`config.mk`:
```
export PLATFORM = sky130hd
export DESIGN_NAME = regfile
export DESIGN_NICKNAME = d
export VERILOG_FILES = /design/src/cpu_pkg.sv /design/src/regfile.sv
export SDC_FILE = /design/constraint.sdc
export NUM_CORES = 2
export LEC_CHECK = 0
export BUFFER_PORTS_ARGS = -buffer_cell sky130_fd_sc_hd__buf_2
export CAP_MARGIN = 10
export CORE_UTILIZATION = 60
export DETAILED_ROUTE_END_ITERATION = 16
export PLACE_DENSITY = 0.77
export SETUP_SLACK_MARGIN = 0.1
export SYNTH_ARGS = -nofsm -noshare
export SYNTH_HDL_FRONTEND = slang
export SYNTH_SLANG_ARGS = --single-unit
export TNS_END_PERCENT = 10
```
`constraint.sdc`:
```
create_clock -name clk -period 2.85 [get_ports clk]
set_clock_uncertainty 0.1 [all_clocks]
set_input_delay 0.1425 -clock clk [delete_from_list [all_inputs] [get_ports clk]]
set_output_delay 0.1425 -clock clk [all_outputs]
set_load 0.01 [all_outputs]
```
`src/cpu_pkg.sv`:
```
package cpu_pkg;

// first fetch address after reset
localparam logic [31:0] reset_pc = 32'h0000_0000;
localparam int reg_num = 32;

typedef enum logic [4:0] {
	op_addu,
	op_subu,
	op_and,
	op_or,
	op_xor,
	op_slt,
	op_sll,
	op_addiu,
	op_ori,
	op_lui,
	op_lw,
	op_sw,
	op_beq,
	op_bne,
	op_multu,
	op_mfhi,
	op_mflo,
	op_nop
} op_t;

typedef enum logic {
	ex_run,
	ex_mem_wait
} exec_state_t;

// whose read or write is outstanding on the memory port
typedef enum logic [1:0] {
	own_none,
	own_instr,
	own_data
} bus_owner_t;

// primary opcodes
localparam logic [5:0] opc_special = 6'h00;
localparam logic [5:0] opc_beq     = 6'h04;
localparam logic [5:0] opc_bne     = 6'h05;
localparam logic [5:0] opc_addiu   = 6'h09;
localparam logic [5:0] opc_ori     = 6'h0d;
localparam logic [5:0] opc_lui     = 6'h0f;
localparam logic [5:0] opc_lw      = 6'h23;
localparam logic [5:0] opc_sw      = 6'h2b;

// funct codes under special
localparam logic [5:0] fn_sll   = 6'h00;
localparam logic [5:0] fn_mfhi  = 6'h10;
localparam logic [5:0] fn_mflo  = 6'h12;
localparam logic [5:0] fn_multu = 6'h19;
localparam logic [5:0] fn_addu  = 6'h21;
localparam logic [5:0] fn_subu  = 6'h23;
localparam logic [5:0] fn_and   = 6'h24;
localparam logic [5:0] fn_or    = 6'h25;
localparam logic [5:0] fn_xor   = 6'h26;
localparam logic [5:0] fn_slt   = 6'h2a;

endpackage
```
`src/regfile.sv`:
```
`timescale 1ns/1ps

module regfile (
	input  logic        clk,
	input  logic        rst,
	input  logic [4:0]  raddr_a,
	input  logic [4:0]  raddr_b,
	output logic [31:0] rdata_a,
	output logic [31:0] rdata_b,
	input  logic        we,
	input  logic [4:0]  waddr,
	input  logic [31:0] wdata
);

logic [31:0] regs [cpu_pkg::reg_num];

always_ff @(posedge clk) begin
	if (rst) begin
		for (int i = 0; i < cpu_pkg::reg_num; i++) begin
			regs[i] <= '0;
		end
	end else if (we && waddr != 5'd0) begin
		// r0 never leaves zero
		regs[waddr] <= wdata;
	end
end

assign rdata_a = regs[raddr_a];
assign rdata_b = regs[raddr_b];

endmodule

```
### Word-level counts from Yosys, hierarchy flattened

Memory sizes are Yosys's and may differ from the RTL's.
Index checks and enable logic that the tools add are counted.
W data, S select, Z words.

| storage, ports and cells | value |
|---|---|
| register bits | 0 |
| RAM bits | 1024 |
| input port bits | 50 |
| output and inout bits | 64 |
| logic and storage cells | 12 |
| memories | 1 |

| cells by class | value |
|---|---|
| multiplexer cells | 8 |
| reduce and logical (&&, ||, !) cells | 3 |

Memories:

| name | words | width | read ports | clocked after memory_dff | wr ports | line | source |
|---|---|---|---|---|---|---|---|
| regs | 32 | 32 | 2 | 0 | 32 | regfile.sv:15 | `logic [31:0] regs [cpu_pkg::reg_num];` |

Operators by type and width:

| operator | number |
|---|---|
| $mux W32 | 1 |
| $reduce_or A32 Y1 | 1 |
| $mux W1 | 6 |
| $mux W5 | 1 |
| $reduce_bool A5 Y1 | 1 |
| $logic_and A1 B1 Y1 | 1 |

### Depth between registers and ports, before layout

| depth | value |
|---|---|
| depth after elaboration | 7 |
| mapped depth | 8 |
| gate-level depth less buffers | 5 |

### Worst setup path before layout

OpenSTA, ideal clock, no wires.

| timing path | value |
|---|---|
| kind | in2reg |
| start point | input rst |
| end point | memory regs[12][0] (enable) |
| library setup time | 0.375 ns |
| data arrival time | 1.376 ns |
| required time | 2.375 ns |
| path slack | 1.000 ns |
| cell stages on the path | 5 |
| buffers on the path | 1 |
| cells stage by stage | nand2b_1 -> or3_1 -> buf_6 -> nor2_4 -> or2_2 |

RTL lines:

| item | line | source |
|---|---|---|
| start, declared | regfile.sv:5 | `input logic rst,` |
| end, declared | regfile.sv:15 |  |

==> metrics.txt <==
status finished clean; worst-path cell chain mux2i_1, a22o_1, nor3_1, a31oi_1, nand3_1, buf_2; Mapped Avg Cell Area 12.1 µm²; Routed wire per std cell 31.3 µm; Top Ports 114; WP data required 2.61 ns; first-pass GRT wire length 268000 µm; GRT overflow 0; RSZ-0062 raised after global routing false; final hold vios 0; Yosys warnings 0; Initial Util 60.8%; CTS tree built; core area 91900 µm²; pwr dens 579 nW/µm²; Worst-Margin Slew 0.784 ns; post-synthesis sequential area ratio 55.0%; Detailed Place HPWL 109000 µm; fin util 68.0%; met2 wire len 85400 µm; commonest non-fill, non-tap cells in the layout 1024 x mux2i_1, 1024 x edfxtp_1, 992 x and2_1, 194 x nand2_1, 193 x nand3_1; Setup crit start kind flop; Buf/Inv on CP 1; H-tree depth 3; Clock transition at path regs 0.06 ns; fraction of layout cells with a size suffix above 1 12.1%; Internal 26.9 mW; clock sink total 1024; fmax 383 MHz; CTS Buf Count 106; Setup crit end kind primary output; Die ar. 94400 µm²; Die Span Y 307 µm; Cell Area, Synth 55900 µm²; switching portion of total power 25.7%; Slew Viols, Final 0; width of the die 307 µm; RePlAce Congestion 0.906; Final nets 4718; Clk pwr share 38.2%; VDD IR max 0.481 mV; share of total power in combinational logic 12.4%; synthesis-to-finish area growth 11.8%; slowest CP cell edfxtp_1; Setup Viol. Count Final 0; slowest stage delay, CP 0.41 ns; vias per cell 6.82; max reg flops 1024; number of core rows 111; largest net degree at the start of global routing 57; critical path's top delay family compound AO/OA/AOI/OAI gates; ANT nets after route 0; post-synthesis cell count 4605; Fin Setup TNS 0 ns; CP Class reg -> out; gr usage total 39.5%; Worst Hold Class in -> reg; Distinct cells, synth 29; most flop-heavy register regs; Met3 Wirelength 25500 µm; uppermost layer routed met5; Met1 Wirelength 65500 µm; vias 41000; final period utilization 91.7%; Slew headroom 47.7%; Largest regs regs: 1024 flops; Seq pwr share 49.4%; routed wire length 188000 µm; Filler Cells Inserted 6512; sw power 9.30 mW; number of global-route vias before repair 40400; First-pass DRT Iterations 5; IO Port Bufs 113; clk root buf clkbuf_16; total power 36.2 mW; CP Max Fanout 2; leakage power 24.7 nW; antenna violations before repair 23; CP arrival 2.37 ns; DRC 0; max cap viols 0; Final min period 2.61 ns; DRT iter0 DRCs 6332; number of synthesized register bits 1024; Longest Clk Path Bufs 3; placed cells 5781; non-filler cells in the finished layout 6011; Post-CTS Setup Inserts 0
-- cells in the mapped netlist (all sizes together) --
cell	instances	share of area, %
nor3	64	0.57
nor2	35	0.36
mux2i	1024	18
nand3	194	1.7
buf	212	2.3
nand2	196	1.3
or3	2	0.022
conb	1	0.0067
nand2b	5	0.056
nand3b	4	0.060
a21oi	192	1.7
a31oi	64	0.72
edfxtp	1024	55
nor2b	5	0.056
or2	33	0.37
or3b	2	0.040
clkbuf	234	1.6
a22o	128	2.0
and2	994	11
a22oi	192	2.6
-- power groups by stage --
stage	Clock [mW]	Combinational [mW]	Sequential [mW]
2_1_floorplan	0	2.65	18.0
6_report	13.8	4.49	17.9
3_5_place_dp	0	4.32	18.1
5_1_grt	14.3	4.64	17.9
3_3_place_gp	0	4.27	18.1
4_1_cts	13.8	4.37	17.8
-- what timing repair did --
| action | CTS | global route |
|---|---|---|
| endpoints found under the setup margin | 0 | 0 |
| resized for setup | 0 | 0 |
| hold buffers | 22 | 0 |
| endpoints found under the hold margin | 556 | 0 |
-- cell families after synthesis --
logic type             share of synthesized area [%]
other                                        0.00671
muxes                                           18.3
AOI/OAI and AO/OA                               7.02
DFF                                             55.0
buffers and inverters                           3.90
and+or+nand+nor                                 15.7
-- routing by layer --
metal / track usage (%) / vias up
met3: 9.93 / 720
met5: 0 / -
met2: 60.6 / 3362
li1: - / 17000
met4: 24.5 / 4
met1: 50.4 / 19900
-- final cells by class --
class                      instances  area (µm²)  area share, %
tap                             1243        1560           2.49
multi-input combinational       3166       23300           37.3
antenna                           15        37.5         0.0601
sequential                      1024       30700           49.2
clock buffer                     128        2800           4.48
clock inverter                    65         563          0.901
timing repair buffer             370        3480           5.57
-- path summary, 6_finish.rpt --
path      endpoint  slack [ns]   startpoint  cells after the start
min   regs[13][23]        0.03    wdata[23]                      2
max    rdata_b[17]        0.24  regs[7][17]                      6
-- stage by stage --
step	instance area (µm²)	hold slack, ns	setup slack [ns]
2_1_floorplan	56000	0.241	1.00
6_report	62500	0.0276	0.236
4_1_cts	62500	0.00299	0.253
5_1_grt	62500	0.0291	0.211
3_5_place_dp	58900	0.664	0.441
3_3_place_gp	58900	0.650	0.427
(Power assumes the default switching activity.)
