==> src/cpu_pkg.sv <==
package cpu_pkg;

// first fetch address after reset
localparam logic [31:0] reset_pc = 32'h0000_0000;
localparam int reg_num = 32;

typedef enum logic [4:0] {
	op_addu,
	op_subu,
	op_and,
	op_or,
	op_xor,
	op_slt,
	op_sll,
	op_addiu,
	op_ori,
	op_lui,
	op_lw,
	op_sw,
	op_beq,
	op_bne,
	op_multu,
	op_mfhi,
	op_mflo,
	op_nop
} op_t;

typedef enum logic {
	ex_run,
	ex_mem_wait
} exec_state_t;

// whose read or write is outstanding on the memory port
typedef enum logic [1:0] {
	own_none,
	own_instr,
	own_data
} bus_owner_t;

// primary opcodes
localparam logic [5:0] opc_special = 6'h00;
localparam logic [5:0] opc_beq     = 6'h04;
localparam logic [5:0] opc_bne     = 6'h05;
localparam logic [5:0] opc_addiu   = 6'h09;
localparam logic [5:0] opc_ori     = 6'h0d;
localparam logic [5:0] opc_lui     = 6'h0f;
localparam logic [5:0] opc_lw      = 6'h23;
localparam logic [5:0] opc_sw      = 6'h2b;

// funct codes under special
localparam logic [5:0] fn_sll   = 6'h00;
localparam logic [5:0] fn_mfhi  = 6'h10;
localparam logic [5:0] fn_mflo  = 6'h12;
localparam logic [5:0] fn_multu = 6'h19;
localparam logic [5:0] fn_addu  = 6'h21;
localparam logic [5:0] fn_subu  = 6'h23;
localparam logic [5:0] fn_and   = 6'h24;
localparam logic [5:0] fn_or    = 6'h25;
localparam logic [5:0] fn_xor   = 6'h26;
localparam logic [5:0] fn_slt   = 6'h2a;

endpackage
==> src/bus_arbiter.sv <==
`timescale 1ns/1ps

module bus_arbiter (
	input  logic        clk,
	input  logic        rst,
	input  logic        ibus_read,
	input  logic [31:0] ibus_addr,
	output logic        ibus_stall,
	output logic        ibus_valid,
	output logic [31:0] ibus_rddata,
	input  logic        dbus_read,
	input  logic        dbus_write,
	input  logic [31:0] dbus_addr,
	input  logic [31:0] dbus_wdata,
	output logic        dbus_stall,
	output logic        dbus_valid,
	output logic [31:0] dbus_rddata,
	output logic        mem_read,
	output logic        mem_write,
	output logic [31:0] mem_addr,
	output logic [31:0] mem_wdata,
	input  logic        mem_stall,
	input  logic [31:0] mem_rddata
);

cpu_pkg::bus_owner_t owner;
logic data_req, data_grant, instr_grant;

// data side has fixed priority
assign data_req    = dbus_read | dbus_write;
assign data_grant  = data_req;
assign instr_grant = ibus_read & ~data_req;

assign mem_read  = data_grant ? dbus_read : instr_grant;
assign mem_write = data_grant & dbus_write;
assign mem_addr  = data_grant ? dbus_addr : ibus_addr;
assign mem_wdata = dbus_wdata;

assign dbus_stall = mem_stall;
assign ibus_stall = mem_stall | data_req;

// owner of the word coming back next cycle
always_ff @(posedge clk) begin
	if (rst)
		owner <= cpu_pkg::own_none;
	else if (!mem_stall && data_grant)
		owner <= cpu_pkg::own_data;
	else if (!mem_stall && instr_grant)
		owner <= cpu_pkg::own_instr;
	else
		owner <= cpu_pkg::own_none;
end

assign ibus_valid  = (owner == cpu_pkg::own_instr);
assign dbus_valid  = (owner == cpu_pkg::own_data);
assign ibus_rddata = ibus_valid ? mem_rddata : '0;
assign dbus_rddata = dbus_valid ? mem_rddata : '0;

endmodule

==> config.mk <==
export PLATFORM = sky130hd
export DESIGN_NAME = bus_arbiter
export DESIGN_NICKNAME = d
export VERILOG_FILES = /design/src/cpu_pkg.sv /design/src/bus_arbiter.sv
export SDC_FILE = /design/constraint.sdc
export NUM_CORES = 1
export LEC_CHECK = 0
export ABC_CLOCK_PERIOD_IN_PS = 2400
export CAP_MARGIN = 20
export CORE_AREA = 5 5 102 104
export DETAILED_ROUTE_END_ITERATION = 12
export DIE_AREA = 0 0 107 109
export DONT_BUFFER_PORTS = 1
export PLACE_DENSITY_LB_ADDON = 0.05
export SETUP_SLACK_MARGIN = 0.4
export SYNTH_ARGS = -nofsm -noshare
export SYNTH_HDL_FRONTEND = slang
export SYNTH_SLANG_ARGS = --single-unit
==> constraint.sdc <==
create_clock -name clk -period 2.4 [get_ports clk]
set_input_delay 0.36 -clock clk [delete_from_list [all_inputs] [get_ports clk]]
set_output_delay 0.36 -clock clk [all_outputs]
set_load 0.1 [all_outputs]
Yosys cells after proc, flatten, opt, wreduce, memory -nomap -nowiden. Cells that the tools add are included. Widths: inputs -> output; s select.

Memory bits (read-only): 0. Output and inout bits: 134. Latch bits: 0. Logic and storage cells: 19. Memories kept: 0. RAM bits: 0. Register bits: 2.

Reductions and logical operators: 4. Mux-type cells: 6. Order comparisons: 0. Shifts and indexed selects: 0. $mul: 0. Add/subtract/negate cells: 0. Equal/unequal tests: 2. Bitwise logic cells: 5. Divide/modulo/power cells: 0.

Operators by type and width (count): $mux 32 (3); $and 1x1->1 (2); $eq 2x1->1 const B (1); $eq 2x2->1 const B (1); $logic_and 1x1->1 (2); $mux 1 (2); $mux 2 (1); $or 1x1->1 (2); $reduce_or 2->1 (1); $logic_not 1->1 (1); $not 1->1 (1).

Depth between registers and ports, before layout.
Depth after elaboration: 6. Mapped depth: 3. Gate-level depth less buffers: 2.

Least setup slack after synthesis. Ideal clock, no wire load.

Kind: register to output. Start: reg owner[0]. End: out dbus_rddata[18]. Arrival time: 1833 ps. Slack: 207 ps. Cell stages (with the launch flop): 4. Cells stage by stage: dfxtp_1 > and2b_1 > buf_2 > and2_1.

Word-level cells in the longest chain between the ends: 2.

Ends and longest elaborated chain: start: declaration (line bus_arbiter.sv:26) `cpu_pkg::bus_owner_t owner;`; start signal: assignment (line bus_arbiter.sv:45) `owner <= cpu_pkg::own_none;`; start signal: assignment (line bus_arbiter.sv:47) `owner <= cpu_pkg::own_data;`; start signal: assignment (line bus_arbiter.sv:49) `owner <= cpu_pkg::own_instr;`; $eq 2x2->1 (line bus_arbiter.sv:55) `assign dbus_valid = (owner == cpu_pkg::own_data);`; via dbus_valid (line bus_arbiter.sv:16) `output logic dbus_valid,`; $mux 32 (line bus_arbiter.sv:57) `assign dbus_rddata = dbus_valid ? mem_rddata : '0;`; end: declaration (line bus_arbiter.sv:17) `output logic [31:0] dbus_rddata,`.

The timed path passes the listed nets, and every way through them passes these cells.

Worst setup path after layout.
Start: reg owner[1]. End: out ibus_rddata[28].

Word-level cells in the longest chain between the ends: 2.

Ends and longest elaborated chain: $eq 2x1->1 (line bus_arbiter.sv:54) `assign ibus_valid = (owner == cpu_pkg::own_instr);`; $mux 32 (line bus_arbiter.sv:56) `assign ibus_rddata = ibus_valid ? mem_rddata : '0;`; end: declaration (line bus_arbiter.sv:10) `output logic [31:0] ibus_rddata,`.

No other way between the ends.

==> qor.txt <==
Initial core utilization -> 12.4%
Final Max Slew Viols -> 0
Multi-input logic area -> 850 sq um
Crit. Startpoint -> owner[1]
Worst setup EP type -> primary output
Avg WL per Cell -> 17.4 microns
Final worst slack -> 0.522 ns
I/O pin count -> 268
Largest registers -> owner (2)
Required @ worst endpoint -> 2.04 ns
Clk sinks -> 2
Async S/R FF share, synth -> 0%
Final-report setup violation count -> 0
Dominant synthesized flop cell -> dfxtp_1
Peak VDD IR -> 0.235 mV
DPL Wire Length -> 5110 microns
Die area -> 11700 sq um
GRT Total Usage -> 8.44%
Post-synth EDFFs -> 0
Max-slew headroom -> 39.9%
Storage cell area -> 40.0 sq um
Setup CP Type -> reg2out
Initial drt markers -> 39
DP Worst Slack -> 0.582 ns
#FFs+latches synth -> 2
Fin crit period -> 1.88 ns
Vias in the first global route -> 1383
CTS tree -> yes
Highest clock rate -> 532 MHz
Final setup TNS -> 0 ns
Via density -> 3.93
CP startpoint kind -> flip-flop
Yosys warns -> 0
Worst-path fanout max -> 33
Max reg flops -> 2
Detail Route Antenna Nets -> 0
CTS Buffer Depth -> 2
Global-route wire length before repair -> 7960 microns
Clock-pin slew on the worst setup and hold paths -> 0.03 ns
Die X -> 107 microns
Die Span Y -> 109 microns
Top reg by flops -> owner
Syn Nets -> 284
RSZ-0062 raised after global routing -> false
Fillcell total -> 1060
Power Dens Cells -> 484 nW/um^2
Final Core Density -> 20.1%
Residual DRC -> 0
Cell count after synthesis -> 150
Critical Path AT -> 1.52 ns
Post-synthesis sequential area ratio -> 3.40%
Root buffer cell -> clkbuf_8
Via count -> 1267
GP Congestion -> 0.778
Crit share post-route -> 78.3%
Number of antenna violations at the first check in global routing -> 0
Pin count of the biggest net entering global routing -> 35
Outcome -> completed
CTS Buf Count -> 3
Hold Fails Final Rpt -> 0
Std-Cell Core Area -> 9460 sq um
Global route overflow -> 0
Detailed Route WL -> 5590 microns
Hold_ws -> 0.222 ns
Syn_area_per_cell -> 7.85 sq um
Layout cell share with drive strength beyond 1 -> 74.0%
I/O Buffers -> 0
Post-synthesis cell area -> 1180 sq um
Lkg Pwr -> 0.943 nW
HP Start -> rst
# rows -> 36
Diode count -> 0
Total power -> 0.000920 W
Max-Cap Viols -> 0
Area grow syn2layout -> 61.4%
1st-pass router iterations -> 4
Worst Max-Slew Pin Slew -> 0.903 ns
Htree depth -> 1
Nets -> 344
Hold crit path type -> in2reg
Unique cell type count in the Yosys netlist -> 16
[per-layer routing]
layer | up-vias | global-route usage, % | share of wire, % | routed length (microns)
met2 | 172 | 15.8 | 50 | 2800
met3 | 4 | 6.39 | 21 | 1150
li1 | 558 | - | - | -
met1 | 533 | 7.29 | 29 | 1620
met4 | 0 | 1.37 | 0.43 | 24
met5 | - | 0 | 0 | 0
[cells in the final DEF, fill, tap and decap left out]
master	synthesis	final
nor2_1	1	1
clkbuf_8	0	3
inv_1	1	1
buf_12	0	7
or3_1	1	1
mux2_2	30	30
nor3_1	1	1
and2b_4	0	1
mux2_4	2	2
buf_4	33	91
and2b_2	0	1
and2_1	64	46
a21o_1	1	1
dfxtp_1	2	2
nor2_4	1	1
and3_1	1	1
and2_2	0	18
[synth_stat cells (2+ instances only)]
master	number	area share (%)
mux2_2	30	29
buf_4	33	21
buf_6	3	2.9
clkbuf_1	5	1.6
mux2_4	2	2.6
dfxtp_1	2	3.4
and2b_1	2	1.3
and2_1	64	34
buf_2	2	0.85
[layout make-up]
class                      count  area share [%]
tap                          114            7.50
inverter                       1           0.197
multi-input combinational    104            44.7
sequential                     2            2.11
clock buffer                   3            2.17
timing repair buffer          98            43.3
[through the flow]
step	cells	cell area, sq um
final	322	1900
after global routing	322	1900
after CTS	322	1900
after detailed placement	319	1860
after global placement	319	1860
after floorplan	150	1200
[power by group]
part / internal, W / total [W] / leakage [nW] / switching (W)
Clock: 0.000106 / 0.000132 / 0.0216 / 0.0000262
Sequential: 0.0000347 / 0.0000352 / 0.0164 / 0.000000468
Combinational: 0.000165 / 0.000752 / 0.905 / 0.000587
Total: 0.000306 / 0.000920 / 0.943 / 0.000614
[kinds of logic (layout without fill, tap and decap cells)]
group,count (synthesis),in the layout,synth area share (%)
compound gates,1,1,0.638
buf+inv,44,102,26.7
flops,2,2,3.40
mux,32,32,31.2
simple gates,71,71,38.0
[worst max-delay path, cell delays in order (launching register included)]
cell and delay, ns:
dfxtp_1 0.29, and2b_2 0.49, and2_2 0.22, buf_4 0.28
[final timing paths]
kind | end | slack, ns | cells past startpoint
min | owner[1] | 0.22 | 1
max | ibus_rddata[28] | 0.52 | 3
[timing repair]
action / in CTS / in global routing
gates resized for setup: 0 / 1
hold buffers: 0 / 0
setup buffers: 0 / 0
setup endpoints to repair: 0 / 9
Power figures use the tool's default switching activity.
