[src/cpu_pkg.sv]
package cpu_pkg;

// first fetch address after reset
localparam logic [31:0] reset_pc = 32'h0000_0000;
localparam int reg_num = 32;

typedef enum logic [4:0] {
	op_addu,
	op_subu,
	op_and,
	op_or,
	op_xor,
	op_slt,
	op_sll,
	op_addiu,
	op_ori,
	op_lui,
	op_lw,
	op_sw,
	op_beq,
	op_bne,
	op_multu,
	op_mfhi,
	op_mflo,
	op_nop
} op_t;

typedef enum logic {
	ex_run,
	ex_mem_wait
} exec_state_t;

// whose read or write is outstanding on the memory port
typedef enum logic [1:0] {
	own_none,
	own_instr,
	own_data
} bus_owner_t;

// primary opcodes
localparam logic [5:0] opc_special = 6'h00;
localparam logic [5:0] opc_beq     = 6'h04;
localparam logic [5:0] opc_bne     = 6'h05;
localparam logic [5:0] opc_addiu   = 6'h09;
localparam logic [5:0] opc_ori     = 6'h0d;
localparam logic [5:0] opc_lui     = 6'h0f;
localparam logic [5:0] opc_lw      = 6'h23;
localparam logic [5:0] opc_sw      = 6'h2b;

// funct codes under special
localparam logic [5:0] fn_sll   = 6'h00;
localparam logic [5:0] fn_mfhi  = 6'h10;
localparam logic [5:0] fn_mflo  = 6'h12;
localparam logic [5:0] fn_multu = 6'h19;
localparam logic [5:0] fn_addu  = 6'h21;
localparam logic [5:0] fn_subu  = 6'h23;
localparam logic [5:0] fn_and   = 6'h24;
localparam logic [5:0] fn_or    = 6'h25;
localparam logic [5:0] fn_xor   = 6'h26;
localparam logic [5:0] fn_slt   = 6'h2a;

endpackage
[src/instr_exec.sv]
`timescale 1ns/1ps

module instr_exec (
	input  logic        clk,
	input  logic        rst,
	input  logic        instr_valid,
	input  logic [31:0] instr,
	input  logic [31:0] instr_pc,
	output logic        instr_take,
	output logic        redirect,
	output logic [31:0] redirect_pc,
	output logic [4:0]  raddr_a,
	output logic [4:0]  raddr_b,
	input  logic [31:0] rdata_a,
	input  logic [31:0] rdata_b,
	output logic        we,
	output logic [4:0]  waddr,
	output logic [31:0] wdata,
	output logic        dbus_read,
	output logic        dbus_write,
	output logic [31:0] dbus_addr,
	output logic [31:0] dbus_wdata,
	input  logic        dbus_stall,
	input  logic        dbus_valid,
	input  logic [31:0] dbus_rddata
);

cpu_pkg::op_t        op;
cpu_pkg::exec_state_t state;

logic [5:0]  opcode, funct;
logic [4:0]  rs, rt, rd, shamt, dest;
logic [31:0] imm_sext, imm_zext, alu_result;
logic [63:0] hilo;
logic        run, is_mem, writes_reg, run_wr, load_done;
logic        mem_pend, mem_load;
logic [4:0]  mem_rt;
logic [31:0] mem_addr_q, mem_wdata_q;

assign opcode   = instr[31:26];
assign rs       = instr[25:21];
assign rt       = instr[20:16];
assign rd       = instr[15:11];
assign shamt    = instr[10:6];
assign funct    = instr[5:0];
assign imm_sext = {{16{instr[15]}}, instr[15:0]};
assign imm_zext = {16'h0000, instr[15:0]};

assign raddr_a = rs;
assign raddr_b = rt;

always_comb begin
	op = cpu_pkg::op_nop;
	case (opcode)
		cpu_pkg::opc_special: begin
			case (funct)
				cpu_pkg::fn_addu:  op = cpu_pkg::op_addu;
				cpu_pkg::fn_subu:  op = cpu_pkg::op_subu;
				cpu_pkg::fn_and:   op = cpu_pkg::op_and;
				cpu_pkg::fn_or:    op = cpu_pkg::op_or;
				cpu_pkg::fn_xor:   op = cpu_pkg::op_xor;
				cpu_pkg::fn_slt:   op = cpu_pkg::op_slt;
				cpu_pkg::fn_sll:   op = cpu_pkg::op_sll;
				cpu_pkg::fn_multu: op = cpu_pkg::op_multu;
				cpu_pkg::fn_mfhi:  op = cpu_pkg::op_mfhi;
				cpu_pkg::fn_mflo:  op = cpu_pkg::op_mflo;
				default:           op = cpu_pkg::op_nop;
			endcase
		end
		cpu_pkg::opc_addiu: op = cpu_pkg::op_addiu;
		cpu_pkg::opc_ori:   op = cpu_pkg::op_ori;
		cpu_pkg::opc_lui:   op = cpu_pkg::op_lui;
		cpu_pkg::opc_lw:    op = cpu_pkg::op_lw;
		cpu_pkg::opc_sw:    op = cpu_pkg::op_sw;
		cpu_pkg::opc_beq:   op = cpu_pkg::op_beq;
		cpu_pkg::opc_bne:   op = cpu_pkg::op_bne;
		default:            op = cpu_pkg::op_nop;
	endcase
end

// result and destination of single-cycle ops
always_comb begin
	alu_result = '0;
	dest       = rd;
	writes_reg = 1'b1;
	case (op)
		cpu_pkg::op_addu:  alu_result = rdata_a + rdata_b;
		cpu_pkg::op_subu:  alu_result = rdata_a - rdata_b;
		cpu_pkg::op_and:   alu_result = rdata_a & rdata_b;
		cpu_pkg::op_or:    alu_result = rdata_a | rdata_b;
		cpu_pkg::op_xor:   alu_result = rdata_a ^ rdata_b;
		cpu_pkg::op_slt:   alu_result = {31'd0, $signed(rdata_a) < $signed(rdata_b)};
		cpu_pkg::op_sll:   alu_result = rdata_b << shamt;
		cpu_pkg::op_mfhi:  alu_result = hilo[63:32];
		cpu_pkg::op_mflo:  alu_result = hilo[31:0];
		cpu_pkg::op_addiu: begin
			alu_result = rdata_a + imm_sext;
			dest       = rt;
		end
		cpu_pkg::op_ori: begin
			alu_result = rdata_a | imm_zext;
			dest       = rt;
		end
		cpu_pkg::op_lui: begin
			alu_result = {instr[15:0], 16'h0000};
			dest       = rt;
		end
		default: writes_reg = 1'b0;
	endcase
end

// every instruction leaves the fetch buffer in the cycle it starts
assign run        = (state == cpu_pkg::ex_run) & instr_valid;
assign instr_take = run;
assign is_mem     = (op == cpu_pkg::op_lw) | (op == cpu_pkg::op_sw);

assign redirect    = run & (((op == cpu_pkg::op_beq) & (rdata_a == rdata_b)) |
	((op == cpu_pkg::op_bne) & (rdata_a != rdata_b)));
assign redirect_pc = instr_pc + 32'd4 + {imm_sext[29:0], 2'b00};

assign run_wr    = run & writes_reg & (dest != 5'd0);
assign load_done = (state == cpu_pkg::ex_mem_wait) & dbus_valid & mem_load & (mem_rt != 5'd0);
assign we        = run_wr | load_done;
assign waddr     = load_done ? mem_rt : dest;
assign wdata     = load_done ? dbus_rddata : alu_result;

assign dbus_read  = mem_pend & mem_load;
assign dbus_write = mem_pend & ~mem_load;
assign dbus_addr  = mem_addr_q;
assign dbus_wdata = mem_wdata_q;

always_ff @(posedge clk) begin
	if (rst) begin
		state    <= cpu_pkg::ex_run;
		mem_pend <= 1'b0;
	end else begin
		case (state)
			cpu_pkg::ex_run: begin
				if (run && is_mem) begin
					state    <= cpu_pkg::ex_mem_wait;
					mem_pend <= 1'b1;
				end
			end
			cpu_pkg::ex_mem_wait: begin
				if (mem_pend && !dbus_stall)
					mem_pend <= 1'b0;
				if (dbus_valid)
					state <= cpu_pkg::ex_run;
			end
			default: state <= cpu_pkg::ex_run;
		endcase
	end
end

always_ff @(posedge clk) begin
	if (run && is_mem) begin
		mem_load    <= (op == cpu_pkg::op_lw);
		mem_rt      <= rt;
		mem_addr_q  <= rdata_a + imm_sext;
		mem_wdata_q <= rdata_b;
	end
	if (run && op == cpu_pkg::op_multu)
		hilo <= {32'd0, rdata_a} * {32'd0, rdata_b};
end

endmodule

[config.mk]
export PLATFORM = sky130hd
export DESIGN_NAME = instr_exec
export DESIGN_NICKNAME = d
export VERILOG_FILES = /design/src/cpu_pkg.sv /design/src/instr_exec.sv
export SDC_FILE = /design/constraint.sdc
export NUM_CORES = 2
export LEC_CHECK = 0
export ABC_AREA = 1
export BUFFER_PORTS_ARGS = -buffer_cell sky130_fd_sc_hd__buf_2
export CAP_MARGIN = 40
export CORE_UTILIZATION = 55
export CTS_CLUSTER_SIZE = 25
export DETAILED_ROUTE_END_ITERATION = 6
export HOLD_SLACK_MARGIN = 0.15
export PLACE_DENSITY = 0.73
export SYNTH_ARGS = -nofsm -noshare
export SYNTH_HDL_FRONTEND = slang
export SYNTH_SLANG_ARGS = --single-unit
[constraint.sdc]
create_clock -name clk -period 10.9 [get_ports clk]
set_input_delay 1.09 -clock clk [delete_from_list [all_inputs] [get_ports clk]]
set_output_delay 1.09 -clock clk [all_outputs]
set_load 0.01 [all_outputs]
### After elaboration in Yosys (flattened, before gate mapping)

Index checks and enable logic that the tools add are counted.
W data, S select, Z words.

* $mul: 1
* bitwise logic cells: 20
* add/subtract/negate cells: 5
* $lt $le $gt $ge: 1
* reductions and logical operators: 12
* equality and inequality tests: 36
* shift operators: 1
* mux-type cells: 13

Operators by type and width (number)
* $pmux W32 S12: 1
* $add A32 B32 Y32: 3
* $mul A32 B32 Y64: 1
* $pmux W5 S10: 1
* $eq A6 B6 Y1 const B: 8
* $eq A5 B4 Y1 const B: 8
* $pmux W5 S8: 1
* $add A32 B3 Y32 const B: 1
* $and A32 B32 Y32: 1
* $eq A32 B32 Y1: 1
* $lt A32 B32 Y1: 1
* $mux W32: 1
* $ne A32 B32 Y1: 1
* $or A32 B16 Y32: 1
* $or A32 B32 Y32: 1
* $shl A32 B5 Y32: 1
* $sub A32 B32 Y32: 1
* $xor A32 B32 Y32: 1
* $eq A5 B3 Y1 const B: 4
* $eq A6 B4 Y1 const B: 3
* $eq A6 B5 Y1 const B: 3
* $eq A6 B3 Y1 const B: 2
* $logic_not A6 Y1: 2
* $reduce_or A12 Y1: 1
* other kinds (16): 40

* word-level logic and storage cells: 96
* register bits after elaboration: 136

### Logic depth before layout (Yosys ltp)

* depth in word-level cells: 9
* mapped depth: 31
* gate-level depth less buffers: 29

### Worst setup path after synthesis

No wires, ideal clock.

* path type: input-to-reg
* start point: input port rdata_b[9]
* end point: register hilo[41] (data pin)
* path slack: 3.473 ns
* path buffers: 2
* data arrival time: 7.169 ns
* setup time: 0.258 ns
* stages: 25
* required time: 10.642 ns
* cells stage by stage: clkbuf_1 > clkbuf_1 > nand2_1 > inv_1 > fa_1 > fa_1 > inv_1 > fa_1 > fa_1 > fa_1 > inv_1 > fa_1 > fa_1 > fa_1 > ha_1 > nand2_1 > nor2_1 > inv_1 > nor2_1 > nand3_1 > o211ai_1 > a21oi_1 > nor2_1 > nor2_1 > xnor2_1

* cells in the longest elaborated chain, start to end: 1

RTL lines
* start: declaration: RTL line instr_exec.sv:15 `input logic [31:0] rdata_b,`
* $mul A32 B32 Y64: RTL line instr_exec.sv:163 `hilo <= {32'd0, rdata_a} * {32'd0, rdata_b};`
* end signal: assignment: RTL line instr_exec.sv:163
* end: declaration: RTL line instr_exec.sv:34 `logic [63:0] hilo;`

No other way between the ends.
A chain may end at the register's enable or synchronous reset.

### Worst setup path in the final report

* start point: input port rdata_a[16]
* end point: register hilo[50] (data pin)

* cells in the longest elaborated chain, start to end: 1

RTL lines
* start: declaration: RTL line instr_exec.sv:14 `input logic [31:0] rdata_a,`
* $mul A32 B32 Y64: RTL line instr_exec.sv:163

No other way between the ends.

==> impl_metrics.py <==
metrics = {
    "synth": {
        "synthCells": 7460,
        "syn-cell-area_um2": 53200,
        "synth.area.top_cells": "fa_1 (34%), nand2_1 (14%), inv_1 (13%), ha_1 (11%), edfxtp_1 (7.6%)",
        "synth_fp_nets": 8989,
        "synth_edf_count": 134,
        "synthArstFlopShare_pct": 0,
        "synth_warnings": 0,
        "ys.flop_type": "edfxtp_1",
        "seq_area_frac_synth_pct": 7.63,
        "yosysUniqueCellTypes": 50,
        "ys_seq_elements": 136,
        "yosys.area.top_type": "fa_1",
        "synth.avg_cell_area_um2": 7.14,
        "yosys.area.top_type_share_pct": 33.8,
    },
    "layout": {
        "final_cell_mix": "nand2_1 (1948), inv_1 (1880), fa_1 (899)",
        "synthToLayoutAreaGrowth_pct": 5.89,
        "drive_gt1_share_pct": 6.52,
        "fin_nets": 9067,
        "multi_input_area_um2": 40600,
        "fillers": 8948,
        "seqCellArea_um2": 4060,
        "final_common_cell": "nand2_1",
        "post-route-util_pct": 59.1,
        "final_area_um2": 56400,
    },
    "detailed_routing": {
        "drt-pass1-iter-count": 7,
        "viasPerCell": 5.80,
        "vias": 51200,
        "drt.antenna.violating_nets": 0,
        "wl_per_cell_um": 25.0,
        "drc_errors": 1,
        "finalWirelength_mm": 221,
        "drtIter0Drc": 6749,
    },
    "floorplanning": {
        "num_rows": 113,
        "die_h_um": 313,
        "die-area_um2": 98000,
        "core_um2": 95400,
        "io-pin-count": 313,
        "start_util_pct": 55.8,
        "die_w_um": 313,
    },
    "placement": {
        "gp_congestion": 1.10,
        "placed_cell_area_um2": 55800,
        "port_buffers": 298,
        "dp_hpwl_mm": 184,
    },
    "grt": {
        "grt_first_pass_wirelength_mm": 326,
        "grt_start_max_net_pins": 63,
        "grt_use_total_pct": 45.3,
        "grt_pass1_vias": 51500,
        "antenna_found_initial": 11,
        "grt-ovfl-total": 0,
    },
    "min_path": {
        "hold_path_class": "register to register",
    },
    "timing": {
        "post-route-period-util_pct": 80.6,
        "slew_viol_final": 0,
        "setup_viol": 0,
        "final_hold_viol_count": 0,
        "finalClockSkew_ns": 0.0255,
        "max-slew-margin-rel_pct": 34.6,
        "setup-tns-final_ns": 0,
        "tightest_slew_ns": 0.981,
        "post-route-min-period_ns": 8.79,
        "whs_ns": 0.526,
        "fmax_mhz": 114,
        "rsz0062_at_grt": "false",
    },
    "clock_network": {
        "h-tree-depth": 4,
        "hold_buffers": 0,
        "cts_setup_buffers": 0,
        "clkSinkCount": 136,
        "cts-root-buf": "clkbuf_16",
        "clockBufferDepth": 2,
        "cts.clk_slew.worst_paths_ns": 0.07,
        "cts_tree": "done",
        "clk_latency_ns": 0.53,
        "post_cts_resized": 0,
        "cts_buffers": 17,
    },
    "setup_path": {
        "crit_path_end_kind": "register",
        "arrival_ns": 9.05,
        "cp_num_buf_inv": 9,
        "cp_max_fo": 18,
        "cp-start-kind": "input pin",
        "path_delay_family": "adder cells",
        "crit_required_ns": 11.16,
        "critical_path_class": "input pin to register",
        "critPathSlowestCell": "buf_2",
        "slowest_delay_ns": 0.62,
    },
    "outcome": {
        "outcome": "complete, but fails checks",
        "violations": "DRC",
    },
    "flow_run": {
        "maxCapViolCount": 0,
    },
}
[routing by layer]
| layer | GRT usage, % | wire (um) |
|---|---|---|
| met5 | 0 | 46 |
| met4 | 25.5 | 14700 |
| met3 | 11.8 | 26000 |
| met2 | 68.0 | 94900 |
| met1 | 59.4 | 84900 |
[cell usage after synthesis (all sizes together), types with 16 or more instances]
cell / instances
a21o: 24
a21oi: 212
a31oi: 24
and2: 18
buf: 73
clkbuf: 275
edfxtp: 134
fa: 899
ha: 465
inv: 1893
nand2: 1951
nand3: 451
nand3b: 21
nand4: 71
nor2: 414
nor3: 55
o211ai: 31
o21ai: 207
o21bai: 21
o22ai: 16
or2: 19
xnor2: 39
xor2: 99
[final timing paths]
path                                        from                 end  slack (ns)  cells after the start
worst min-delay path            state$_SDFF_PP0_    state$_SDFF_PP0_        0.53                      2
worst max-delay path                 rdata_a[16]  hilo[50]$_DFFE_PP_        2.11                     27
worst max register to register  state$_SDFF_PP0_  hilo[54]$_DFFE_PP_        8.52                      4
worst min register to register  state$_SDFF_PP0_    state$_SDFF_PP0_        0.53                      2
[metrics by stage]
step	cells	setup slack (ns)
floorplan	7460	3.47
global placement	8773	1.64
detailed placement	8782	1.78
CTS	8813	2.31
global route	8819	2.01
finish	8819	2.11
[logic make-up (layout without fill, tap and decap cells)]
kind of cell | after synthesis | in the layout | share of synthesized area [%]
compound gates | 563 | 563 | 5.92
other cells | 0 | 4 | 0
fa+ha+maj | 1364 | 1364 | 44.7
simple gates | 3014 | 3014 | 23.3
buf+inv | 2243 | 2333 | 16.1
xor+xnor | 138 | 138 | 2.27
mux | 2 | 2 | 0.0376
flops | 136 | 136 | 7.63
[flip-flops by register name, indices dropped and copies added, names as in the netlist]
name        count
mem_load        1
mem_pend        1
state           1
hilo           64
dbus_wdata     32
mem_rt          5
dbus_addr      32
[worst register-to-register path: stages (launching register included)]
cell     delay (ns)
dfxtp_1        0.35
nor2_1         0.31
nand2_1        0.18
nor2_4         0.29
buf_4          0.79
[area by class of cell]
cell class,instances,area share [%]
Antenna cell,4,0.0178
Clock buffer,19,0.768
Clock inverter,12,0.169
Inverter,1895,12.6
Multi-Input combinational cell,5081,72.1
Sequential cell,136,7.21
Tap cell,1265,2.81
Timing Repair Buffer,407,4.33
Power is not shown: default switching activity piles up to over one toggle a cycle in this logic, so the estimate is an artifact.
