**config.mk**
```make
export PLATFORM = sky130hd
export DESIGN_NAME = instr_fetch
export DESIGN_NICKNAME = d
export VERILOG_FILES = /design/src/cpu_pkg.sv /design/src/instr_fetch.sv
export SDC_FILE = /design/constraint.sdc
export NUM_CORES = 1
export LEC_CHECK = 0
export BUFFER_PORTS_ARGS = -buffer_cell sky130_fd_sc_hd__buf_4
export CAP_MARGIN = 20
export CORE_MARGIN = 2
export CORE_UTILIZATION = 55
export CTS_CLUSTER_SIZE = 30
export DETAILED_ROUTE_END_ITERATION = 16
export GPL_TIMING_DRIVEN = 0
export PLACE_DENSITY = 0.79
export SKIP_LAST_GASP = 1
export SLEW_MARGIN = 20
export SYNTH_ARGS = -nofsm -noshare
export SYNTH_HDL_FRONTEND = slang
export SYNTH_SLANG_ARGS = --single-unit
```
**constraint.sdc**
```tcl
create_clock -name clk -period 11.5 [get_ports clk]
set_clock_uncertainty 0.1 [all_clocks]
set_input_delay 1.725 -clock clk [delete_from_list [all_inputs] [get_ports clk]]
set_output_delay 1.725 -clock clk [all_outputs]
set_load 0.01 [all_outputs]
```
**src/cpu_pkg.sv**
```systemverilog
package cpu_pkg;

// first fetch address after reset
localparam logic [31:0] reset_pc = 32'h0000_0000;
localparam int reg_num = 32;

typedef enum logic [4:0] {
	op_addu,
	op_subu,
	op_and,
	op_or,
	op_xor,
	op_slt,
	op_sll,
	op_addiu,
	op_ori,
	op_lui,
	op_lw,
	op_sw,
	op_beq,
	op_bne,
	op_multu,
	op_mfhi,
	op_mflo,
	op_nop
} op_t;

typedef enum logic {
	ex_run,
	ex_mem_wait
} exec_state_t;

// whose read or write is outstanding on the memory port
typedef enum logic [1:0] {
	own_none,
	own_instr,
	own_data
} bus_owner_t;

// primary opcodes
localparam logic [5:0] opc_special = 6'h00;
localparam logic [5:0] opc_beq     = 6'h04;
localparam logic [5:0] opc_bne     = 6'h05;
localparam logic [5:0] opc_addiu   = 6'h09;
localparam logic [5:0] opc_ori     = 6'h0d;
localparam logic [5:0] opc_lui     = 6'h0f;
localparam logic [5:0] opc_lw      = 6'h23;
localparam logic [5:0] opc_sw      = 6'h2b;

// funct codes under special
localparam logic [5:0] fn_sll   = 6'h00;
localparam logic [5:0] fn_mfhi  = 6'h10;
localparam logic [5:0] fn_mflo  = 6'h12;
localparam logic [5:0] fn_multu = 6'h19;
localparam logic [5:0] fn_addu  = 6'h21;
localparam logic [5:0] fn_subu  = 6'h23;
localparam logic [5:0] fn_and   = 6'h24;
localparam logic [5:0] fn_or    = 6'h25;
localparam logic [5:0] fn_xor   = 6'h26;
localparam logic [5:0] fn_slt   = 6'h2a;

endpackage
```
**src/instr_fetch.sv**
```systemverilog
`timescale 1ns/1ps

module instr_fetch (
	input  logic        clk,
	input  logic        rst,
	output logic        ibus_read,
	output logic [31:0] ibus_addr,
	input  logic        ibus_stall,
	input  logic        ibus_valid,
	input  logic [31:0] ibus_rddata,
	input  logic        redirect,
	input  logic [31:0] redirect_pc,
	input  logic        instr_take,
	output logic        instr_valid,
	output logic [31:0] instr,
	output logic [31:0] instr_pc
);

logic [31:0] pc, req_pc, redir_target;
logic [31:0] buf_instr, buf_pc;
logic        buf_valid, outstanding, stale, redir_pend;
logic        accept, fill, slot_issued;
logic [31:0] delay_pc;

// one request at a time, and only if its data has somewhere to land
assign ibus_read = ~outstanding & (~buf_valid | instr_take);
assign ibus_addr = pc;
assign accept    = ibus_read & ~ibus_stall;
assign fill      = ibus_valid & ~stale;

// the branch sits in the buffer when redirect pulses
assign delay_pc    = instr_pc + 32'd4;
assign slot_issued = (outstanding && req_pc == delay_pc) || (accept && pc == delay_pc);

always_ff @(posedge clk) begin
	if (rst) begin
		pc          <= cpu_pkg::reset_pc;
		buf_valid   <= 1'b0;
		outstanding <= 1'b0;
		stale       <= 1'b0;
		redir_pend  <= 1'b0;
	end else begin
		if (accept)
			outstanding <= 1'b1;
		else if (ibus_valid)
			outstanding <= 1'b0;

		if (ibus_valid)
			stale <= 1'b0;
		if (redirect && ((outstanding && req_pc != delay_pc) || (accept && pc != delay_pc)))
			stale <= 1'b1;

		if (fill)
			buf_valid <= 1'b1;
		else if (instr_take)
			buf_valid <= 1'b0;

		if (redirect) begin
			if (slot_issued) begin
				pc <= redirect_pc;
			end else begin
				// delay slot still to fetch, target comes after it
				pc         <= delay_pc;
				redir_pend <= 1'b1;
			end
		end else if (accept) begin
			pc         <= redir_pend ? redir_target : pc + 32'd4;
			redir_pend <= 1'b0;
		end
	end
end

always_ff @(posedge clk) begin
	if (accept)
		req_pc <= pc;
	if (redirect)
		redir_target <= redirect_pc;
	if (fill) begin
		buf_instr <= ibus_rddata;
		buf_pc    <= req_pc;
	end
end

assign instr_valid = buf_valid;
assign instr       = buf_instr;
assign instr_pc    = buf_pc;

endmodule

```
; ---- After elaboration in Yosys (flattened, before gate mapping)
; Index checks and enable logic that the tools add are counted.
[word_totals]
ff_bits = 164
inputBits = 70
out_inout_bits = 98
[classes]
addsub = 2
eq_ne = 5
n_mux = 12
bitwise = 8
reduce_logical = 12
[op_table]
columns = op, count
row1 = $mux 32, 4
row2 = $add 32x3->32 const B, 2
row3 = $eq 32x32->1, 2
row4 = $ne 32x32->1, 2
row5 = $mux 1, 8
row6 = $reduce_bool 2->1, 4
row7 = $logic_and 1x1->1, 5
row8 = $not 1->1, 4
row9 = $and 1x1->1, 3
row10 = $logic_or 1x1->1, 2
row11 = $ne 2x2->1 const B, 1
row12 = $reduce_and 2->1, 1
row13 = $or 1x1->1, 1

; ---- Depth between registers and ports, before layout
; Gate-level depths: netlist of run 1.
[depth]
word_depth = 8
depth_mapped = 14
ltp_nobuf = 11

; ---- Least setup slack after synthesis of run 1
; OpenSTA, ideal clock, no wires.
[synth_timing]
path_type = input to register
from = in ibus_valid
to = reg buf_instr[0] (netlist: instr[0]) (enable)
arrival_time_ns = 4.571
setup_slack_ns = 6.335
path_stages = 1
path_cell_list = nor2b_1
[synth_between]
elab_chain_cells = 1
[synth_rtl]
columns = item, line
row1 = "start, declared", instr_fetch.sv:9  ; input logic ibus_valid,
row2 = $and 1x1->1, instr_fetch.sv:29  ; assign fill = ibus_valid & ~stale;
row3 = "end signal, assigned", instr_fetch.sv:79  ; buf_instr <= ibus_rddata;
row4 = "end, declared", instr_fetch.sv:20  ; logic [31:0] buf_instr, buf_pc;
; No other way between the ends.
; A chain may end at the register's enable or synchronous reset.

; ---- Worst setup path in the final report of run 1
[layout_timing]
from = reg buf_pc[2] (netlist: instr_pc[2])
to = reg pc[25] (netlist: ibus_addr[25])
[layout_between]
elab_chain_cells = 6
word_cells_on_any_way = 8
cone_classes = 1 x add/sub / 2 x eq/ne / 2 x mux / 3 x reduce/logical
[layout_rtl]
columns = item, line
row1 = "start, declared", instr_fetch.sv:20
row2 = "start signal, assigned", instr_fetch.sv:80  ; buf_pc <= req_pc;
row3 = $add 32x3->32 (*), instr_fetch.sv:32  ; assign delay_pc = instr_pc + 32'd4;
row4 = $eq 32x32->1, instr_fetch.sv:33  ; assign slot_issued = (outstanding && req_pc == delay_pc) || (accept && pc == delay_pc);
row5 = $logic_and 1x1->1, instr_fetch.sv:33
row6 = $logic_or 1x1->1, instr_fetch.sv:33
row7 = $mux 32 (*), instr_fetch.sv:59  ; if (slot_issued) begin
row8 = $mux 32 (*), instr_fetch.sv:58  ; if (redirect) begin
row9 = "end signal, assigned", instr_fetch.sv:37  ; pc <= cpu_pkg::reset_pc;
row10 = "end signal, assigned", instr_fetch.sv:60  ; pc <= redirect_pc;
row11 = "end signal, assigned", instr_fetch.sv:63  ; pc <= delay_pc;
row12 = "end, declared", instr_fetch.sv:19  ; logic [31:0] pc, req_pc, redir_target;
; Every way passes the cells marked *; elsewhere a longest branch is shown, timed or not.

==> results of run 1 <==
-- registers in the layout, summed over array words and instances, names as in the netlist --
signal        flops
redir_pend        1
instr_pc         32
redir_target     32
outstanding       1
instr_valid       1
ibus_addr        32
req_pc           32
stale             1
instr            32
-- synthesized netlist by cell type, types with 12 or more instances --
library cell,instances,area (sq um)
dfxtp_1,36,721
nand4_1,20,125
nor3_1,18,90.1
a21oi_1,29,145
xnor2_1,49,429
o21ai_0,14,70.1
clkbuf_1,38,143
nor4_1,14,87.6
nand2_1,48,180
xor2_1,20,175
a221oi_1,24,210
inv_1,32,120
and3_1,12,75.1
mux2_2,13,146
nor2_1,44,165
edfxtp_1,128,3840
mux2i_1,31,310
o22ai_1,31,194
nand3_1,38,190
-- routing by layer --
metal  global-route usage, %  vias up  part of all wire (%)
li1                        -     3447                     -
met1                    44.6     3685                    40
met2                    48.8      537                    45
met3                    7.67       73                    11
met4                    16.3        0                   3.9
met5                       0        -                     0
-- worst paths after layout --
check / start / endpoint / slack, ns / cells past startpoint
max: instr_pc[2] / ibus_addr[25] / 6.56 / 12
max reg2reg: instr_pc[2] / ibus_addr[25] / 6.56 / 12
min: ibus_addr[22] / req_pc[22] / 0.37 / 0
min reg2reg: ibus_addr[22] / req_pc[22] / 0.37 / 0
-- kinds of logic (layout without fill, tap and decap cells) --
family	Yosys count	after routing
multiplexers	44	44
AND/OR/NAND/NOR	267	267
AO/OA/AOI/OAI	161	161
XOR/XNOR	71	71
other	0	1
flip-flops	164	164
adder cells (fa/ha/maj)	3	3
buffers and inverters	90	293
-- final cells by class --
| cell class | instances | share of cell area, % |
|---|---|---|
| clock buffer | 20 | 4.00 |
| antenna | 1 | 0.0229 |
| sequential | 164 | 41.8 |
| multi-input combinational | 546 | 34.8 |
| inverter | 32 | 1.10 |
| tap | 216 | 2.47 |
| timing repair buffer | 171 | 12.5 |
| clock inverter | 12 | 0.985 |
| buffer | 58 | 2.31 |
-- worst max-delay path, cell delays in order, from the launching register on --
cell and delay, ns:
edfxtp_1 0.55, nand4_2 0.27, or4_1 0.53, buf_2 0.21, or4b_4 0.58, xor2_1 0.32
xnor2_1 0.12, or4_1 0.55, nor4_2 0.62, o2bb2ai_4 0.27, buf_6 0.25, mux2_2 0.35
o32ai_1 0.12
-- power by group through the flow --
stage                     clock network [mW]  registers [mW]  logic [mW]
after floorplan                            0           0.754       0.137
after global placement                     0           0.756       0.257
after detailed placement                   0           0.754       0.271
after CTS                              0.544           0.742       0.273
after global routing                   0.564           0.749       0.296
final                                  0.543           0.744       0.278
==> impl_metrics.toml, run 1 <==
[status]
status = "complete, no violations"

[timing]
rsz0062_at_grt = "no"
hold_slack_ns = 0.373
fin_crit_sh_pct = 42.9
hold_viol = 0
finalSetupViolations = 0
setup_ws_ns = 6.56
fin_crit_ns = 4.94
slew_violations = 0
slew_headroom_pct = 36.3
fin_setup_tns_ns = 0
tightest_slew_ns = 0.948
clock.fmax_mhz = 203

[worst_setup_path]
path_class = "reg2reg"
end_kind = "register"
arrival_ns = 5.19
cp_max_fo = 10
worst_ep_required_time_ns = 11.75
critPathLaunchType = "register"

[cts]
cts.sink_count = 164
htree_levels = 4
tritoncts = "yes"
post-cts-setup-buffers = 0
cts_hold_buffers = 0
cts_resized = 0
ctsRootBufferMaster = "clkbuf_16"
clock_path_buffers = 2
cts-buffers-inserted = 17
insertion_delay_ns = 0.45
clkTransAtPathRegs_ns = 0.06

[layout]
finalNonFillerCells = 1220
layout_common_cells = "buf_4, edfxtp_1, xnor2_1, nand2_1, nor2_1"
fill_cells = 1232
fin_area_sq_um = 10900
utilization_pct = 69.5
seq_area_sq_um = 4560
num-nets-final = 1062
multiInputGateArea_sq_um = 3800
areaGrowthSynthToFinish_pct = 25.1
layout-drive-gt1-share_pct = 24.8
final_common_cell = "buf_4"

[floorplan]
die_x_um = 130
dieArea_sq_um = 16900
dieHeight_um = 130
start_util_pct = 55.6
row_count = 46
core_area_sq_um = 15700
ios = 168

[logic_synthesis]
synth_cell_type_count = 80
synth_mux_area_share_pct = 5.23
yosysWarnings = 0
synth_top_family_by_area = "simple AND/OR/NAND/NOR gates"
synthAdderAreaFrac_pct = 0.401
yosysSeqAreaShare_pct = 52.3
synthSimpleGateAreaFrac_pct = 17.1
syn_avg_cell_area_sq_um = 10.9
synthCells = 800
synth_ff_type = "edfxtp_1"
synth_edf_count = 128
ys_ff_latch = 164
synth_area_sq_um = 8730
syn_nets = 872
synthArstFlopShare_pct = 0
yosys.area_share.xor_xnor_pct = 7.45
synth-compound-area-share_pct = 13.3

[routing]
dr.pass1.iters = 6
via_per_inst = 6.35
vias = 7742
wire_per_inst_um = 22.6
ant_nets = 0
drcViolationCount = 0
drt_iter0_drc = 917
drt_wl_total_um = 27600

[place]
place_hpwl_um = 20200
place.gp.congestion = 0.938
pre_cts_ws_ns = 6.68
dp.cells = 1187
placedInstanceArea_sq_um = 10400
numPortBuffers = 166

[pwr]
ir_worst_vdd_v = 0.000116
internal-power_mw = 1.12
power_mw = 1.56
switching_power_mw = 0.450
p_seq_share_pct = 47.5
power_per_cell_area_nw_per_um2 = 143
leakagePower_nw = 3.99
combPwrFrac_pct = 17.8
switching_share_pct = 28.7
p_clk_share_pct = 34.7

[grt]
grt_pass1_vias = 7098
gr-total-overflow = 0
antenna_found_initial = 1
grt_max_degree = 34
globalRouteTotalUtil_pct = 32.5
grt_pass1_wl_um = 40400

[hold_path]
min_path_type = "reg2reg"

[job]
maxCapViolCount = 0
Power figures use the tool's default switching activity.
==> inputs of run 2 (changes only) <==
Settings changed: CORE_UTILIZATION 55 to 51, PLACE_DENSITY 0.79 to 0.77.
Clock period 11.5 ns to 4.1 ns, I/O delays scaled along.
==> run 2 against run 1 <==
Net effect: final cell count is 3.3% higher; first-iteration DRC count down 1.2%; combinational power grew to 3.0 times the previous value; routed wire length rose by 0.96%; register-to-register slack got worse by 6.5 ns; count of clock-buffer cells in the layout rose by 3; design area grew 6.7%; total power grew to 2.9 times the previous value.
==> impl_metrics.toml, run 2 (same netlist as run 1, synthesis figures left out) <==
[timing]
tightest_slew_ns = 0.765
finalSetupViolations = 0
slew_violations = 0
slew_headroom_pct = 48.5
fin_crit_sh_pct = 99.3
rsz0062_at_grt = "yes"
fin_crit_ns = 4.07
clock.fmax_mhz = 246
hold_viol = 0
fin_setup_tns_ns = 0
setup_ws_ns = 0.0305

[grt]
gr-total-overflow = 0
grt_max_degree = 34
grt_pass1_wl_um = 41200
antenna_found_initial = 0
globalRouteTotalUtil_pct = 30.2
grt_pass1_vias = 7340

[job]
maxCapViolCount = 0

[layout]
utilization_pct = 70.0
seq_area_sq_um = 4560
layout_common_cells = "buf_4, edfxtp_1, nand2_1, xnor2_1, nor2_1"
layout-drive-gt1-share_pct = 31.5
num-nets-final = 1099
diodes = 0
final_common_cell = "buf_4"
finalNonFillerCells = 1260
areaGrowthSynthToFinish_pct = 33.5
multiInputGateArea_sq_um = 4080
fill_cells = 1235

[place]
place_hpwl_um = 19900
numPortBuffers = 166
pre_cts_ws_ns = -0.623
dp.cells = 1189
place.gp.congestion = 0.971

[cts]
clock_path_buffers = 2
insertion_delay_ns = 0.44
ctsRootBufferMaster = "clkbuf_16"
htree_levels = 4
clkTransAtPathRegs_ns = 0.06
cts_hold_buffers = 0
cts-buffers-inserted = 17
tritoncts = "yes"
cts.sink_count = 164

[floorplan]
dieHeight_um = 135
row_count = 47
die_x_um = 135
start_util_pct = 52.5
ios = 168
core_area_sq_um = 16600
dieArea_sq_um = 18200

[worst_setup_path]
end_kind = "register"
crit_chain = "buf_4, nand4_4, or4_4, or4b_4, xor2_4, xnor2_1, or4_4, nor4_4, buf_4, o2bb2ai_4, buf_12, buf_12, mux2_2, o32ai_1"
path_class = "reg2reg"
worst_ep_required_time_ns = 4.34
cp_max_fo = 8
r2r.worst_path.cells = 14
critPathSlowestCell = "or4_4"
critPathLaunchType = "register"
arrival_ns = 4.31
critPathMaxStageDelay_ns = 0.57

[routing]
vias = 7858
drcViolationCount = 0
ant_nets = 0
drt_iter0_drc = 906
drt_wl_total_um = 27900
wire_per_inst_um = 22.1
via_per_inst = 6.24
dr.pass1.iters = 8

[pwr]
leakagePower_nw = 4.38
ir_worst_vdd_v = 0.000319
power_mw = 4.61
power_per_cell_area_nw_per_um2 = 396

[hold_path]
min_path_type = "in2reg"
holdPathStages = 1

[status]
status = "complete, no violations"
run 2: changes by cell type in the layout (fill, tap and decap cells not counted), moves of 4 or more:
cell	delta
xor2_1	-4
clkbuf_1	-8
nor3_1	-4
o22ai_2	+4
buf_4	+41
o22ai_1	-4
buf_6	+9
buf_2	-10
nand3_1	-4
clkinvlp_4	-5
run 2: final cells by class:
| cell class | count | share of cell area [%] |
|---|---|---|
| tap | 220 | 2.36 |
| clock inverter | 9 | 0.966 |
| multi-input combinational | 546 | 35.0 |
| sequential | 164 | 39.2 |
| buffer | 52 | 2.57 |
| clock buffer | 23 | 4.48 |
| timing repair buffer | 214 | 14.4 |
| inverter | 32 | 1.03 |
run 2: what timing repair did:
item / CTS / global route
cloned: 0 / 1
buffers inserted: 23 / 21
endpoints found under the setup margin: 34 / 33
pin swaps: 8 / 9
gates resized for setup: 45 / 34
run 2: worst max-delay path, delay by kind of cell (launching register included):
kind            cells  cell delay [ns]
buf+inv             4             0.63
compound gates      2             0.26
flops               1             0.43
xor+xnor            2             0.32
mux                 1             0.33
simple gates        5             1.91
run 2: worst paths after layout:
check / startpoint / end / slack [ns]
worst min-delay path: ibus_rddata[28] / instr[28] / 0.25
worst min register to register: req_pc[24] / instr_pc[24] / 0.35
worst max register to register: instr_pc[2] / ibus_addr[27] / 0.03
worst max-delay path: instr_pc[2] / ibus_addr[27] / 0.03
run 2: metal layers:
layer,track usage [%],part of all wire (%)
met1,40.8,39
met2,45.7,45
met5,0,0
met4,13.5,4.2
met3,8.33,11
run 2: power by group:
group | switching, mW | internal, mW | total, mW
Clock | 0.658 | 1.03 | 1.68
Sequential | 0.143 | 1.95 | 2.09
Combinational | 0.452 | 0.383 | 0.835
Total | 1.25 | 3.36 | 4.61
run 2: through the flow:
stage	hold WS, ns	area (sq um)
after CTS	0.244	11400
after global routing	0.244	11700
after floorplan	0.326	8740
after detailed placement	0.341	10300
after global placement	0.332	10300
final	0.254	11700
